<file path="config.mk">
export PLATFORM = sky130hd
export DESIGN_NAME = ibufTop
export DESIGN_NICKNAME = d
export VERILOG_FILES = /design/src/hdl/flPkg.sv /design/src/hdl/xgmiiPkg.sv /design/src/hdl/ibufTop.sv /design/src/hdl/ibufMi32Regs.sv /design/src/hdl/flTxMarshal.sv /design/src/hdl/ibufFrameCheck.sv /design/src/hdl/xgmiiRxDecoder.sv /design/src/hdl/ibufFifo.sv
export VERILOG_INCLUDE_DIRS = /design/src /design/src/include
export SDC_FILE = /design/constraint.sdc
export NUM_CORES = 2
export LEC_CHECK = 0
export BUFFER_PORTS_ARGS = -buffer_cell sky130_fd_sc_hd__buf_2
export CORE_UTILIZATION = 45
export DETAILED_ROUTE_END_ITERATION = 7
export SLEW_MARGIN = 20
export SYNTH_ARGS = -nofsm -noshare
export SYNTH_HDL_FRONTEND = slang
export SYNTH_SLANG_ARGS = --single-unit
</file>
<file path="constraint.sdc">
create_clock -name xgmiiClk -period 18.29 [get_ports xgmiiClk]
set_input_delay 0.9145 -clock xgmiiClk [delete_from_list [all_inputs] [get_ports xgmiiClk]]
set_output_delay 0.9145 -clock xgmiiClk [all_outputs]
set_load 0.02 [all_outputs]
</file>
<file path="src/include/ibuf_cfg.svh">
// IBUF configuration: datapath width, buffer depths, MI32 register map and limits
`ifndef IBUF_CFG_SVH
`define IBUF_CFG_SVH

// ---------------------------------------------------------------------------
// Datapath and buffering
// ---------------------------------------------------------------------------
`define IBUF_DATA_W           64
// Beats of frame data
`define IBUF_DATA_FIFO_DEPTH  16
// Whole frames in flight
`define IBUF_STAT_FIFO_DEPTH  4

// Length limits after reset, in bytes with FCS
`define IBUF_DEF_MTU          1522
`define IBUF_DEF_MIN_LEN      64

// ---------------------------------------------------------------------------
// MI32 register map
// ---------------------------------------------------------------------------
`define IBUF_REG_CTRL         32'h0000_0000
`define IBUF_REG_MTU          32'h0000_0004
`define IBUF_REG_MIN          32'h0000_0008
`define IBUF_REG_GOOD         32'h0000_000C
`define IBUF_REG_BAD          32'h0000_0010
`define IBUF_REG_DROP         32'h0000_0014

`endif
</file>
<file path="src/hdl/flPkg.sv">
// FrameLink output and MI32 control types for the input buffer
`include "ibuf_cfg.svh"

package flPkg;

  // Per-frame status, good when all four flags are clear
  typedef struct packed {
    logic [15:0] len;
    logic        xgmiiErr;
    logic        tooShort;
    logic        tooLong;
    logic        truncated;
  } frameStatus;

  // FrameLink transmit beat
  typedef struct packed {
    logic [`IBUF_DATA_W-1:0] data;
    logic                    sof;
    logic                    eof;
    logic [2:0]              rem;
    // Status beat, frameStatus in the low data bits
    logic                    trailer;
  } flBeat;

  // MI32 request, wr and rd are one-cycle pulses
  typedef struct packed {
    logic [31:0] addr;
    logic [31:0] dwr;
    logic        wr;
    logic        rd;
  } mi32Req;

  // MI32 response, drdy one cycle after rd
  typedef struct packed {
    logic [31:0] drd;
    logic        drdy;
  } mi32Rsp;

endpackage

</file>
<file path="src/hdl/xgmiiPkg.sv">
// XGMII link-side types: raw SDR receive word and decoded frame beat
`include "ibuf_cfg.svh"

package xgmiiPkg;

  // One SDR XGMII word
  // Lane k is data[8k+7:8k] with control flag ctrl[k]
  typedef struct packed {
    logic [`IBUF_DATA_W-1:0]   data;
    logic [`IBUF_DATA_W/8-1:0] ctrl;
  } xgmiiWord;

  // Decoded frame beat, preamble already stripped
  typedef struct packed {
    logic [`IBUF_DATA_W-1:0] data;
    // First beat of the frame
    logic                    sop;
    // Last beat of the frame
    logic                    eop;
    // Index of the last valid byte, meaningful with eop
    logic [2:0]              rem;
    // Error character seen in this beat
    logic                    err;
  } frameBeat;

endpackage

</file>
<file path="src/hdl/ibufTop.sv">
// 10G Ethernet receive input buffer: XGMII in, FrameLink out, MI32 control
`include "ibuf_cfg.svh"

module ibufTop (
  input  logic               xgmiiClk,
  input  logic               rst,
  input  xgmiiPkg::xgmiiWord xgmiiIn,
  input  flPkg::mi32Req      mi32In,
  output flPkg::mi32Rsp      mi32Out,
  output flPkg::flBeat       flOut,
  output logic               flSrcRdy,
  input  logic               flDstRdy
);

  logic                                          enable;
  logic [15:0]                                   mtu;
  logic [15:0]                                   minLen;
  xgmiiPkg::frameBeat                            beat;
  logic                                          beatVld;
  // Checker to FIFOs
  logic                                          dataWr;
  xgmiiPkg::frameBeat                            dataWrBeat;
  logic                                          statWr;
  flPkg::frameStatus                             statWrVal;
  logic [$clog2(`IBUF_DATA_FIFO_DEPTH + 1)-1:0] dataCount;
  logic                                          dataFull;
  logic                                          statFull;
  // FIFOs to marshal
  logic                                          dataRd;
  xgmiiPkg::frameBeat                            dataRdBeat;
  logic                                          dataEmpty;
  logic                                          statRd;
  flPkg::frameStatus                             statRdVal;
  logic                                          statEmpty;
  logic                                          goodPulse;
  logic                                          badPulse;
  logic                                          dropPulse;

  xgmiiRxDecoder i_decoder (
    .xgmiiClk(xgmiiClk), .rst(rst), .enable(enable), .xgmiiIn(xgmiiIn),
    .beat(beat), .beatVld(beatVld)
  );

  ibufFrameCheck i_check (
    .xgmiiClk(xgmiiClk), .rst(rst), .beat(beat), .beatVld(beatVld),
    .mtu(mtu), .minLen(minLen), .dataCount(dataCount), .dataFull(dataFull),
    .statFull(statFull), .dataWr(dataWr), .dataWrBeat(dataWrBeat),
    .statWr(statWr), .statWrVal(statWrVal), .goodPulse(goodPulse),
    .badPulse(badPulse), .dropPulse(dropPulse)
  );

  // Data beats
  ibufFifo #(.payloadT(xgmiiPkg::frameBeat), .depth(`IBUF_DATA_FIFO_DEPTH)) i_dataFifo (
    .xgmiiClk(xgmiiClk), .rst(rst), .wr(dataWr), .wrData(dataWrBeat),
    .rd(dataRd), .rdData(dataRdBeat), .empty(dataEmpty), .full(dataFull),
    .count(dataCount)
  );

  // One status per buffered frame
  ibufFifo #(.payloadT(flPkg::frameStatus), .depth(`IBUF_STAT_FIFO_DEPTH)) i_statFifo (
    .xgmiiClk(xgmiiClk), .rst(rst), .wr(statWr), .wrData(statWrVal),
    .rd(statRd), .rdData(statRdVal), .empty(statEmpty), .full(statFull),
    .count()
  );

  flTxMarshal i_marshal (
    .xgmiiClk(xgmiiClk), .rst(rst), .dataRd(dataRd), .dataBeat(dataRdBeat),
    .dataEmpty(dataEmpty), .statRd(statRd), .stat(statRdVal),
    .statEmpty(statEmpty), .flOut(flOut), .flSrcRdy(flSrcRdy), .flDstRdy(flDstRdy)
  );

  ibufMi32Regs i_regs (
    .xgmiiClk(xgmiiClk), .rst(rst), .mi32In(mi32In), .mi32Out(mi32Out),
    .enable(enable), .mtu(mtu), .minLen(minLen), .goodPulse(goodPulse),
    .badPulse(badPulse), .dropPulse(dropPulse)
  );

endmodule

</file>
<file path="src/hdl/ibufMi32Regs.sv">
// MI32 register file: enable, length limits and frame counters
`include "ibuf_cfg.svh"

module ibufMi32Regs (
  input  logic          xgmiiClk,
  input  logic          rst,
  input  flPkg::mi32Req mi32In,
  output flPkg::mi32Rsp mi32Out,
  output logic          enable,
  output logic [15:0]   mtu,
  output logic [15:0]   minLen,
  input  logic          goodPulse,
  input  logic          badPulse,
  input  logic          dropPulse
);

  logic [31:0] goodCnt;
  logic [31:0] badCnt;
  logic [31:0] dropCnt;
  logic [31:0] rdVal;
  logic [31:0] rspData;
  logic        rspRdy;

  assign mi32Out = '{drd: rspData, drdy: rspRdy};

  // Read mux, unmapped reads give 0
  always_comb begin
    case (mi32In.addr)
      `IBUF_REG_CTRL: rdVal = {31'd0, enable};
      `IBUF_REG_MTU:  rdVal = {16'd0, mtu};
      `IBUF_REG_MIN:  rdVal = {16'd0, minLen};
      `IBUF_REG_GOOD: rdVal = goodCnt;
      `IBUF_REG_BAD:  rdVal = badCnt;
      `IBUF_REG_DROP: rdVal = dropCnt;
      default:        rdVal = 32'd0;
    endcase
  end

  // -------------------------------------------------------------------------
  // Writable registers and counters
  // -------------------------------------------------------------------------
  always_ff @(posedge xgmiiClk) begin
    if (rst) begin
      enable  <= 1'b1;
      mtu     <= 16'(`IBUF_DEF_MTU);
      minLen  <= 16'(`IBUF_DEF_MIN_LEN);
      goodCnt <= 32'd0;
      badCnt  <= 32'd0;
      dropCnt <= 32'd0;
      rspRdy  <= 1'b0;
    end else begin
      rspRdy <= mi32In.rd;
      if (mi32In.wr) begin
        case (mi32In.addr)
          `IBUF_REG_CTRL: enable <= mi32In.dwr[0];
          `IBUF_REG_MTU:  mtu    <= mi32In.dwr[15:0];
          `IBUF_REG_MIN:  minLen <= mi32In.dwr[15:0];
          default: ;
        endcase
      end
      // Counters are read-only
      if (goodPulse) begin
        goodCnt <= goodCnt + 32'd1;
      end
      if (badPulse) begin
        badCnt <= badCnt + 32'd1;
      end
      if (dropPulse) begin
        dropCnt <= dropCnt + 32'd1;
      end
    end
  end

  // Read data, valid with rspRdy
  always_ff @(posedge xgmiiClk) begin
    if (mi32In.rd) begin
      rspData <= rdVal;
    end
  end

endmodule

</file>
<file path="src/hdl/flTxMarshal.sv">
// FrameLink transmit marshal: frame data beats followed by a status trailer
module flTxMarshal (
  input  logic                 xgmiiClk,
  input  logic                 rst,
  output logic                 dataRd,
  input  xgmiiPkg::frameBeat   dataBeat,
  input  logic                 dataEmpty,
  output logic                 statRd,
  input  flPkg::frameStatus    stat,
  input  logic                 statEmpty,
  output flPkg::flBeat         flOut,
  output logic                 flSrcRdy,
  input  logic                 flDstRdy
);

  typedef enum logic [1:0] {sIdle, sData, sTrail} stateT;

  stateT state;
  // FIFO read data holds an unsent beat
  logic  dVld;
  logic  firstBeat;
  logic  xfer;
  logic  dataXfer;

  always_comb begin
    flSrcRdy = (state == sData && dVld) || state == sTrail;
    xfer     = flSrcRdy && flDstRdy;
    dataXfer = xfer && state == sData;
    // Prefetch one beat, refill as it leaves
    dataRd   = !dataEmpty && (!dVld || dataXfer);
    // A queued status means the whole frame is in the data FIFO
    statRd   = state == sIdle && !statEmpty;

    flOut.data    = dataBeat.data;
    flOut.sof     = firstBeat;
    flOut.eof     = 1'b0;
    flOut.rem     = dataBeat.rem;
    flOut.trailer = 1'b0;
    if (state == sTrail) begin
      flOut.data    = 64'(stat);
      flOut.sof     = 1'b0;
      flOut.eof     = 1'b1;
      flOut.rem     = 3'd7;
      flOut.trailer = 1'b1;
    end
  end

  // -------------------------------------------------------------------------
  // Frame FSM
  // -------------------------------------------------------------------------
  always_ff @(posedge xgmiiClk) begin
    if (rst) begin
      state     <= sIdle;
      dVld      <= 1'b0;
      firstBeat <= 1'b0;
    end else begin
      if (dataRd) begin
        dVld <= 1'b1;
      end else if (dataXfer) begin
        dVld <= 1'b0;
      end
      case (state)
        sIdle: begin
          if (!statEmpty) begin
            state     <= sData;
            firstBeat <= 1'b1;
          end
        end
        sData: begin
          if (dataXfer) begin
            firstBeat <= 1'b0;
            if (dataBeat.eop) begin
              state <= sTrail;
            end
          end
        end
        default: begin
          if (xfer) begin
            state <= sIdle;
          end
        end
      endcase
    end
  end

  // Offered beat stays put until taken
  aHoldUnderStall: assert property (@(posedge xgmiiClk) disable iff (rst)
    flSrcRdy && !flDstRdy |=> flSrcRdy && $stable(flOut));

endmodule

</file>
<file path="src/hdl/ibufFrameCheck.sv">
// Frame checker: length limits, FIFO writes, truncation and whole-frame drop
`include "ibuf_cfg.svh"

module ibufFrameCheck (
  input  logic                                          xgmiiClk,
  input  logic                                          rst,
  input  xgmiiPkg::frameBeat                            beat,
  input  logic                                          beatVld,
  input  logic [15:0]                                   mtu,
  input  logic [15:0]                                   minLen,
  input  logic [$clog2(`IBUF_DATA_FIFO_DEPTH + 1)-1:0] dataCount,
  input  logic                                          dataFull,
  input  logic                                          statFull,
  output logic                                          dataWr,
  output xgmiiPkg::frameBeat                            dataWrBeat,
  output logic                                          statWr,
  output flPkg::frameStatus                             statWrVal,
  output logic                                          goodPulse,
  output logic                                          badPulse,
  output logic                                          dropPulse
);

  localparam int depth = `IBUF_DATA_FIFO_DEPTH;

  logic                           active;
  logic                           dropping;
  logic                           errAcc;
  logic                           truncAcc;
  logic [15:0]                    len;
  logic [$clog2(depth + 1):0]     level;
  logic                           dropNow;
  logic                           keep;
  logic                           fits;
  logic                           good;
  flPkg::frameStatus              stat;

  always_comb begin
    // Count the write still in flight
    level   = dataCount + dataWr;
    dropNow = beat.sop && (dataFull || level >= depth || statFull);
    keep    = beatVld && (beat.sop ? !dropNow : active);
    // Last slot stays free for the eop
    fits    = beat.eop ? level < depth : level < depth - 1;

    stat.len       = (beat.sop ? 16'd0 : len) +
                     (beat.eop ? 16'(beat.rem) + 16'd1 : 16'd8);
    stat.xgmiiErr  = (beat.sop ? 1'b0 : errAcc) | beat.err;
    stat.truncated = (beat.sop ? 1'b0 : truncAcc) | !fits;
    stat.tooShort  = stat.len < minLen;
    stat.tooLong   = stat.len > mtu;
    good = !(stat.xgmiiErr || stat.tooShort || stat.tooLong || stat.truncated);
  end

  // -------------------------------------------------------------------------
  // Write strobes and frame state
  // -------------------------------------------------------------------------
  always_ff @(posedge xgmiiClk) begin
    if (rst) begin
      active    <= 1'b0;
      dropping  <= 1'b0;
      dataWr    <= 1'b0;
      statWr    <= 1'b0;
      goodPulse <= 1'b0;
      badPulse  <= 1'b0;
      dropPulse <= 1'b0;
    end else begin
      dataWr <= keep && fits;
      // Status slot reserved at sop
      statWr    <= keep && beat.eop;
      goodPulse <= keep && beat.eop && good;
      badPulse  <= keep && beat.eop && !good;
      dropPulse <= beatVld && beat.eop && (beat.sop ? dropNow : dropping);
      if (beatVld) begin
        if (beat.sop) begin
          active   <= !dropNow && !beat.eop;
          dropping <= dropNow && !beat.eop;
        end else if (beat.eop) begin
          active   <= 1'b0;
          dropping <= 1'b0;
        end
      end
    end
  end

  // Accumulators and write payloads
  always_ff @(posedge xgmiiClk) begin
    dataWrBeat <= beat;
    statWrVal  <= stat;
    if (keep) begin
      len      <= stat.len;
      errAcc   <= stat.xgmiiErr;
      truncAcc <= stat.truncated;
    end
  end

  // Status only with the frame's last data beat
  aStatWithEop: assert property (@(posedge xgmiiClk) disable iff (rst)
    statWr |-> dataWr && dataWrBeat.eop);

endmodule

</file>
<file path="src/hdl/xgmiiRxDecoder.sv">
// XGMII receive decoder: finds frame boundaries and strips the start beat
module xgmiiRxDecoder (
  input  logic               xgmiiClk,
  input  logic               rst,
  input  logic               enable,
  input  xgmiiPkg::xgmiiWord xgmiiIn,
  output xgmiiPkg::frameBeat beat,
  output logic               beatVld
);

  logic               inFrame;
  logic               sopNext;
  logic               holdVld;
  logic               outOpen;
  logic               isStart;
  logic               termHit;
  logic               errHit;
  logic [2:0]         termLane;
  xgmiiPkg::frameBeat hold;
  xgmiiPkg::frameBeat cur;

  // -------------------------------------------------------------------------
  // Control character scan
  // -------------------------------------------------------------------------
  always_comb begin
    termHit  = 1'b0;
    termLane = 3'd0;
    errHit   = 1'b0;
    // Downward scan so the lowest terminate lane wins
    for (int i = 7; i >= 0; i--) begin
      if (xgmiiIn.ctrl[i] && xgmiiIn.data[8*i +: 8] == 8'hFD) begin
        termHit  = 1'b1;
        termLane = 3'(i);
      end
      if (xgmiiIn.ctrl[i] && xgmiiIn.data[8*i +: 8] == 8'hFE) begin
        errHit = 1'b1;
      end
    end
    // Start only in lane 0
    isStart = enable && !inFrame && xgmiiIn.ctrl[0] && xgmiiIn.data[7:0] == 8'hFB;
    cur.data = xgmiiIn.data;
    cur.sop  = sopNext;
    cur.eop  = termHit;
    cur.rem  = termLane - 3'd1;
    cur.err  = errHit;
  end

  // Frame tracking and output strobe
  always_ff @(posedge xgmiiClk) begin
    if (rst) begin
      inFrame <= 1'b0;
      sopNext <= 1'b0;
      holdVld <= 1'b0;
      beatVld <= 1'b0;
    end else begin
      beatVld <= 1'b0;
      if (holdVld && hold.eop) begin
        // Flush of a beat that already carries eop
        beatVld <= 1'b1;
        holdVld <= 1'b0;
      end else if (inFrame) begin
        beatVld <= holdVld;
        if (termHit && termLane == 3'd0) begin
          // Terminate in lane 0 closes the held beat
          holdVld <= 1'b0;
          inFrame <= 1'b0;
        end else begin
          holdVld <= 1'b1;
          sopNext <= 1'b0;
          if (termHit) begin
            inFrame <= 1'b0;
          end
        end
      end
      // Start word itself holds preamble and SFD only
      if (isStart) begin
        inFrame <= 1'b1;
        sopNext <= 1'b1;
      end
    end
  end

  // Beat payload, same branching as above
  always_ff @(posedge xgmiiClk) begin
    if (holdVld && hold.eop) begin
      beat <= hold;
    end else if (inFrame) begin
      beat <= hold;
      if (termHit && termLane == 3'd0) begin
        beat.eop <= 1'b1;
        beat.rem <= 3'd7;
      end else begin
        hold <= cur;
      end
    end
  end

  // Output side frame state
  always_ff @(posedge xgmiiClk) begin
    if (rst) begin
      outOpen <= 1'b0;
    end else if (beatVld) begin
      outOpen <= !beat.eop;
    end
  end

  // Output frames never overlap
  aNoNestedSop: assert property (@(posedge xgmiiClk) disable iff (rst)
    beatVld && beat.sop |-> !outOpen);

endmodule

</file>
<file path="src/hdl/ibufFifo.sv">
// Synchronous FIFO with registered read data, payload given by type
module ibufFifo #(
  parameter type payloadT = logic [7:0],
  parameter int  depth    = 4
) (
  input  logic                         xgmiiClk,
  input  logic                         rst,
  input  logic                         wr,
  input  payloadT                      wrData,
  input  logic                         rd,
  output payloadT                      rdData,
  output logic                         empty,
  output logic                         full,
  output logic [$clog2(depth + 1)-1:0] count
);

  localparam int ptrW = $clog2(depth);

  payloadT           mem [depth];
  logic [ptrW-1:0]   wrPtr;
  logic [ptrW-1:0]   rdPtr;

  assign empty = count == '0;
  assign full  = count == depth;

  // Pointers and fill level
  always_ff @(posedge xgmiiClk) begin
    if (rst) begin
      wrPtr <= '0;
      rdPtr <= '0;
      count <= '0;
    end else begin
      if (wr) begin
        wrPtr <= (wrPtr == ptrW'(depth - 1)) ? '0 : wrPtr + 1'b1;
      end
      if (rd) begin
        rdPtr <= (rdPtr == ptrW'(depth - 1)) ? '0 : rdPtr + 1'b1;
      end
      case ({wr, rd})
        2'b10:   count <= count + 1'b1;
        2'b01:   count <= count - 1'b1;
        default: count <= count;
      endcase
    end
  end

  // Storage, read data holds until next rd
  always_ff @(posedge xgmiiClk) begin
    if (wr) begin
      mem[wrPtr] <= wrData;
    end
    if (rd) begin
      rdData <= mem[rdPtr];
    end
  end

  aNoOverflow: assert property (@(posedge xgmiiClk) disable iff (rst) wr |-> !full);
  aNoUnderflow: assert property (@(posedge xgmiiClk) disable iff (rst) rd |-> !empty);

endmodule

</file>
### Word-level counts from Yosys, hierarchy flattened

Memories as Yosys holds them, arrays and structs flattened. A register that Yosys moved wholly into a read port is not among the register bits.
Cells that the tools add are included.

| operators by class | value |
|---|---|
| magnitude comparators | 5 |
| reduce and logical (&&, ||, !) cells | 74 |
| bitwise gates (word level) | 4 |
| div/mod/pow operators | 0 |
| equal/unequal tests | 39 |
| add/sub/neg operators | 15 |
| shift operators | 0 |
| multipliers | 0 |
| muxes and demuxes | 63 |

Operators with widths:

| kind | number |
|---|---|
| 70-bit two-way mux | 3 |
| 32-bit one-hot mux with 6 select lines | 1 |
| 8-bit == test, second input constant | 17 |
| 32-bit by 1-bit adder with 32-bit output, second input constant | 3 |
| 32-bit by 4-bit == test with 1-bit output, second input constant | 2 |
| 32-bit by 5-bit == test with 1-bit output, second input constant | 2 |
| 1-bit logical AND | 36 |
| 1-bit two-way mux | 36 |
| 32-bit by 3-bit == test with 1-bit output, second input constant | 1 |
| 32-bit logical NOT | 1 |
| 16-bit two-way mux | 2 |
| 3-bit two-way mux | 8 |
| 16-bit adder | 1 |
| 16-bit greater-than comparator | 1 |
| 16-bit less-than comparator | 1 |
| 2-bit nonzero test | 7 |
| 2-bit two-way mux | 6 |
| 4-bit two-way mux | 3 |
| 2-bit == test, second input constant | 5 |
| 5-bit one-hot mux with 2 select lines | 1 |
| 3-bit AND reduction | 3 |
| 4-bit by 1-bit adder with 4-bit output, second input constant | 2 |
| 4-bit == test, second input constant | 2 |
| 1-bit logical NOT | 8 |
| 29 further kinds | 48 |

| storage, ports and cells | value |
|---|---|
| input port bits | 141 |
| bits in latches | 0 |
| output and inout bits | 104 |
| bits in writable memories | 1200 |
| memories kept | 2 |
| flip-flop bits (word level) | 445 |
| word-level logic and storage cells | 253 |
| bits in read-only memories | 0 |

Memory list:

| memory | words | bits a word | rd ports | clocked after Yosys merged registers in | write ports | RTL line | RTL |
|---|---|---|---|---|---|---|---|
| i_dataFifo.mem | 16 | 70 | 1 | 1 | 1 | ibufFifo.sv:19 | `payloadT mem [depth];` |
| i_statFifo.mem | 4 | 20 | 1 | 1 | 1 | ibufFifo.sv:19 |  |

### Longest topological paths before layout

| logic depth | value |
|---|---|
| word-level depth | 16 |
| gate-level depth with buffers | 17 |
| mapped depth without buffers | 17 |

### Modules after synthesis

Synthesis repeated with hierarchy kept, for this count alone.

| unflattened totals | value |
|---|---|
| cell total of the unflattened synthesis | 3512 |
| area total of the unflattened synthesis | 66231.0 µm² |

By module, submodules not included:

| module | cells each | area each (µm²) | seq. area each (µm²) | instances |
|---|---|---|---|---|
| ibufFifo at i_dataFifo | 1896 | 45050.7 | 35994.5 | 1 |
| ibufMi32Regs | 787 | 7538.5 | 3563.4 | 1 |
| xgmiiRxDecoder | 226 | 4827.1 | 4284.1 | 1 |
| ibufFrameCheck | 334 | 4031.4 | 2482.4 | 1 |
| ibufFifo at i_statFifo | 169 | 3898.7 | 3143.0 | 1 |
| flTxMarshal | 100 | 884.6 | 80.1 | 1 |

### Worst setup path before layout

No wires, ideal clock.

| path | value |
|---|---|
| path kind | input to register |
| start | input flDstRdy |
| end | register i_dataFifo.count[4] |
| slack | 11.733 ns |
| data arrival time | 6.430 ns |
| setup time | 0.128 ns |
| cell stages on the path | 11 |
| required time | 18.162 ns |
| buffers on the path | 0 |
| cell sequence | nand2_1 a21oi_1 ha_1 inv_1 fa_1 nor2b_1 o21ai_0 and3_1 nor3_1 xnor2_1 nor2_1 |

| between the ends | value |
|---|---|
| cells in the longest elaborated chain, start to end | 6 |
| elaborated cells on any way between the ends | 8 |
| those cells by class | eq/ne: 2; mux: 1; reduce/logical: 5 |

RTL lines:

| item | RTL line | RTL |
|---|---|---|
| from (decl) | ibufTop.sv:12 | `input logic flDstRdy` |
| 1-bit logical AND * | flTxMarshal.sv:27 | `xfer = flSrcRdy && flDstRdy;` |
| 1-bit logical AND * | flTxMarshal.sv:28 | `dataXfer = xfer && state == sData;` |
| 1-bit logical OR * | flTxMarshal.sv:30 | `dataRd = !dataEmpty && (!dVld \|\| dataXfer);` |
| 1-bit logical AND * | flTxMarshal.sv:30 |  |
| net dataRd | ibufTop.sv:29 | `logic dataRd;` |
| 2-bit by 1-bit == test with 1-bit output or 2-bit == test (tied branches) | ibufFifo.sv:39 | `case ({wr, rd})` |
| 5-bit one-hot mux with 2 select lines or 2-bit nonzero test (tied branches) | n/a |  |
| to (signal assigned) | ibufFifo.sv:40 | `2'b10: count <= count + 1'b1;` |
| to (signal assigned) | ibufFifo.sv:41 | `2'b01: count <= count - 1'b1;` |
| to (signal assigned) | ibufFifo.sv:42 | `default: count <= count;` |
| to (decl) | ibufFifo.sv:14 | `output logic [$clog2(depth + 1)-1:0] count` |

Mark *: on every way through the listed nets, which the timed path passes. The rest lies on a longest branch.
A chain may end at the register's enable or synchronous reset.

==> results.md <==
* Status: finished clean
* Synth cell count leaders: edfxtp_1 (1,446), mux4_2 (360), dfxtp_1 (253)
* Starting Density at 0.453
* Later-pin clock latency in the skew report at 0.80 ns
* Layout Area Growth over Synthesis at 14.4%
* Asr flop ratio synth at 0
* HP Class: input port to flip-flop
* Total negative slack at 0 ns
* GPL Wtd Cong at 0.765
* Crit-path cells: nor2b_1, ha_1, fa_1, a21o_1, a21oi_1, nor3_1, nand2_1, xnor2_1, ha_1, a21o_1, a21oi_1, o21ai_0, a211oi_1, o211ai_1, and2_1
* Maximum VDD drop at 0.0000796 V
* Tmin final at 4.40 ns
* Area taken by multi-input logic gates at 0.0148 mm2
* Syn_nets at 3,516
* Drt via density at 5.47
* Die W at 379 um
* Period utilization at 0.241
* CTS tree: done
* Post-synthesis register bit count at 1,699
* RSZ-0062 raised after global routing: false
* Ys Warns at 0
* Via count at 31,000
* Gate Count Post-Synth at 3,314
* Leak at 23.4 nW
* Die area at 0.144 mm2
* Fillers at 11,200
* Worst Slack Setup Final at 13.89 ns
* Area contributors post-synth: edfxtp_1 (68%), mux4_2 (13%), dfxtp_1 (7.9%)
* Number of failing hold endpoints at the final stage at 0
* PostCTS Resize Cnt at 0
* Worst-Margin Slew at 1.14 ns
* Longest Clk Path Bufs at 3
* Initial antenna violation count at 9
* Fin. max-slew vios at 0
* Crit-path max FO at 22
* DRT antenna net count at 0
* Height of the die at 379 um
* Gr usage total at 0.200
* Post-CTS Hold Fix Bufs at 0
* Rows at 138
* Max incr delay on CP at 0.85 ns
* Worst EP required at 18.98 ns
* Netlist Area Pre-Place at 0.0641 mm2
* Routed wire length at 141,000 um
* Root Driver: clkbuf_16
* Cell with the most instances after synthesis: edfxtp_1
* # nets final at 3,822
* Storage cell area at 0.0485 mm2
* Clock slew seen by the registers of the worst setup and hold paths at 0.06 ns
* Max_cap viols at 0
* Leading area contributor after synthesis: edfxtp_1
* Worst path slowest cell: edfxtp_1
* Top_reg_cell synth: edfxtp_1
* I/O pin count at 245
* Distinct cells, synth at 59
* Arr. time, crit path at 5.09 ns
* Initial DRC Count at 2,324
* Count of input and output buffers at 228
* Register area share after synthesis at 0.756
* First-pass GRT wire length at 209,000 um
* FMAX at 227 MHz
* Overflow left after global routing at 0
* Post-synth EDFFs at 1,446
* Total clock sinks at 1,699
* CP top delay family: compound AO/OA/AOI/OAI gates
* Number of remaining DRC errors at 0
* Post-CTS Setup Repair Bufs at 0
* Router iterations before antenna repair at 5
* Endpoint class of the critical path: flip-flop
* Setup WS pre-CTS at 13.41 ns
* CP Buf/Inv Count at 0
* Avg Synthesized Cell Area at 19.3 um2
* Share of the synthesized area in the top cell type at 0.677
* Share of cells above drive strength 1 at 0.250
* Pin count of the biggest net entering global routing at 149
* Power Dens Cells at 107 mW/mm2
* Slew headroom at 0.234
* Crit Path Category: flip-flop to flip-flop
* Clock skew at 0.0239 ns
* HPWL Detailed at 75,700 um
* Vias in the first global route at 32,000
* Worst Setup Start Kind: flip-flop
* Final setup fails at 0
* Total CTS buffers at 176
* Drt wl/cell at 24.9 um
* Core area at 0.141 mm2
* Htree depth at 4
## placed cells by master (no fill, tap or decap), types with 22 or more instances in the layout
cell type and n:
inv_1 87, buf_2 227, nand4_1 37, dfxtp_1 249
a21oi_1 48, mux4_2 360, nor2_1 183, clkbuf_16 179
xnor2_1 48, clkbuf_1 43, nor3_1 25, nor4_1 22
mux2i_1 67, xor2_1 53, and2_1 56, ha_1 58
buf_4 36, nand2_1 142, or3_1 23, edfxtp_1 1446
o21ai_0 43, nand3_1 38, clkinv_2 38
## routing by layer
| metal | track usage | vias to the layer above | wire length, um |
|---|---|---|---|
| li1 | - | 13800 | - |
| met1 | 0.274 | 16200 | 61000 |
| met2 | 0.330 | 735 | 69700 |
| met3 | 0.0401 | 216 | 7920 |
| met4 | 0.0481 | 10 | 2510 |
| met5 | 0 | - | 57 |
## state kept, by name, indices dropped and copies added, names as in the netlist, 5 cells and up
name,cells
i_check.dataWrBeat,68
i_check.len,16
i_check.statWrVal,20
i_dataFifo.count,5
i_dataFifo.mem,1088
i_dataFifo.rdData,68
i_decoder.beat,70
i_decoder.hold,70
i_regs.badCnt,32
i_regs.dropCnt,32
i_regs.goodCnt,32
i_regs.minLen,16
i_regs.mtu,16
i_regs.rspData,32
i_statFifo.mem,80
i_statFifo.rdData,20
## report_power, final
part           leakage [nW]  switching, W  internal (W)  total [W]
registers              15.1    0.00000933       0.00417    0.00418
logic                  5.43     0.0000674     0.0000525   0.000120
clock network          2.88       0.00149       0.00207    0.00356
## metrics by stage
stage | cell area (um2) | instances | total power (W) | hold slack (ns) | util
detailed placement | 67500 | 5332 | 0.00439 | 0.327 | 0.477
finish | 73300 | 5665 | 0.00786 | 0.304 | 0.518
global route | 73300 | 5664 | 0.00810 | 0.262 | 0.518
global placement | 67500 | 5332 | 0.00438 | 0.324 | 0.477
CTS | 73300 | 5664 | 0.00795 | 0.238 | 0.518
floorplan | 64100 | 3314 | 0.00434 | 0.323 | -
## cells by family after synthesis
family / after synthesis / synth area share
flops: 1699 / 0.756
simple gates: 634 / 0.0498
mux: 428 / 0.137
buf+inv: 225 / 0.0143
compound gates: 166 / 0.0163
xor+xnor: 101 / 0.0138
fa+ha+maj: 61 / 0.0123
## path summary, 6_finish.rpt
check / cells after the start / start / slack, ns / end
max: 15 / i_decoder.beat[5]$_DFFE_PP_ / 13.89 / i_check.badPulse$_SDFF_PP0_
min: 1 / xgmiiIn[63] / 0.30 / i_decoder.hold[61]$_DFFE_PP_
max reg2reg: 15 / i_decoder.beat[5]$_DFFE_PP_ / 13.89 / i_check.badPulse$_SDFF_PP0_
min reg2reg: 0 / i_decoder.beat[30]$_DFFE_PP_ / 0.34 / i_check.dataWrBeat[30]$_DFF_P_
## layout make-up
| cell class | instances | area share |
|---|---|---|
| multi-input cells | 1390 | 0.202 |
| diodes | 1 | 0.0000341 |
| clock inverters | 90 | 0.0125 |
| well taps | 1890 | 0.0323 |
| clock buffers | 242 | 0.0670 |
| inverters | 87 | 0.00445 |
| flip-flops and latches | 1699 | 0.661 |
| repair buffers | 266 | 0.0200 |
No activity file was read; power rests on OpenSTA's default activity.
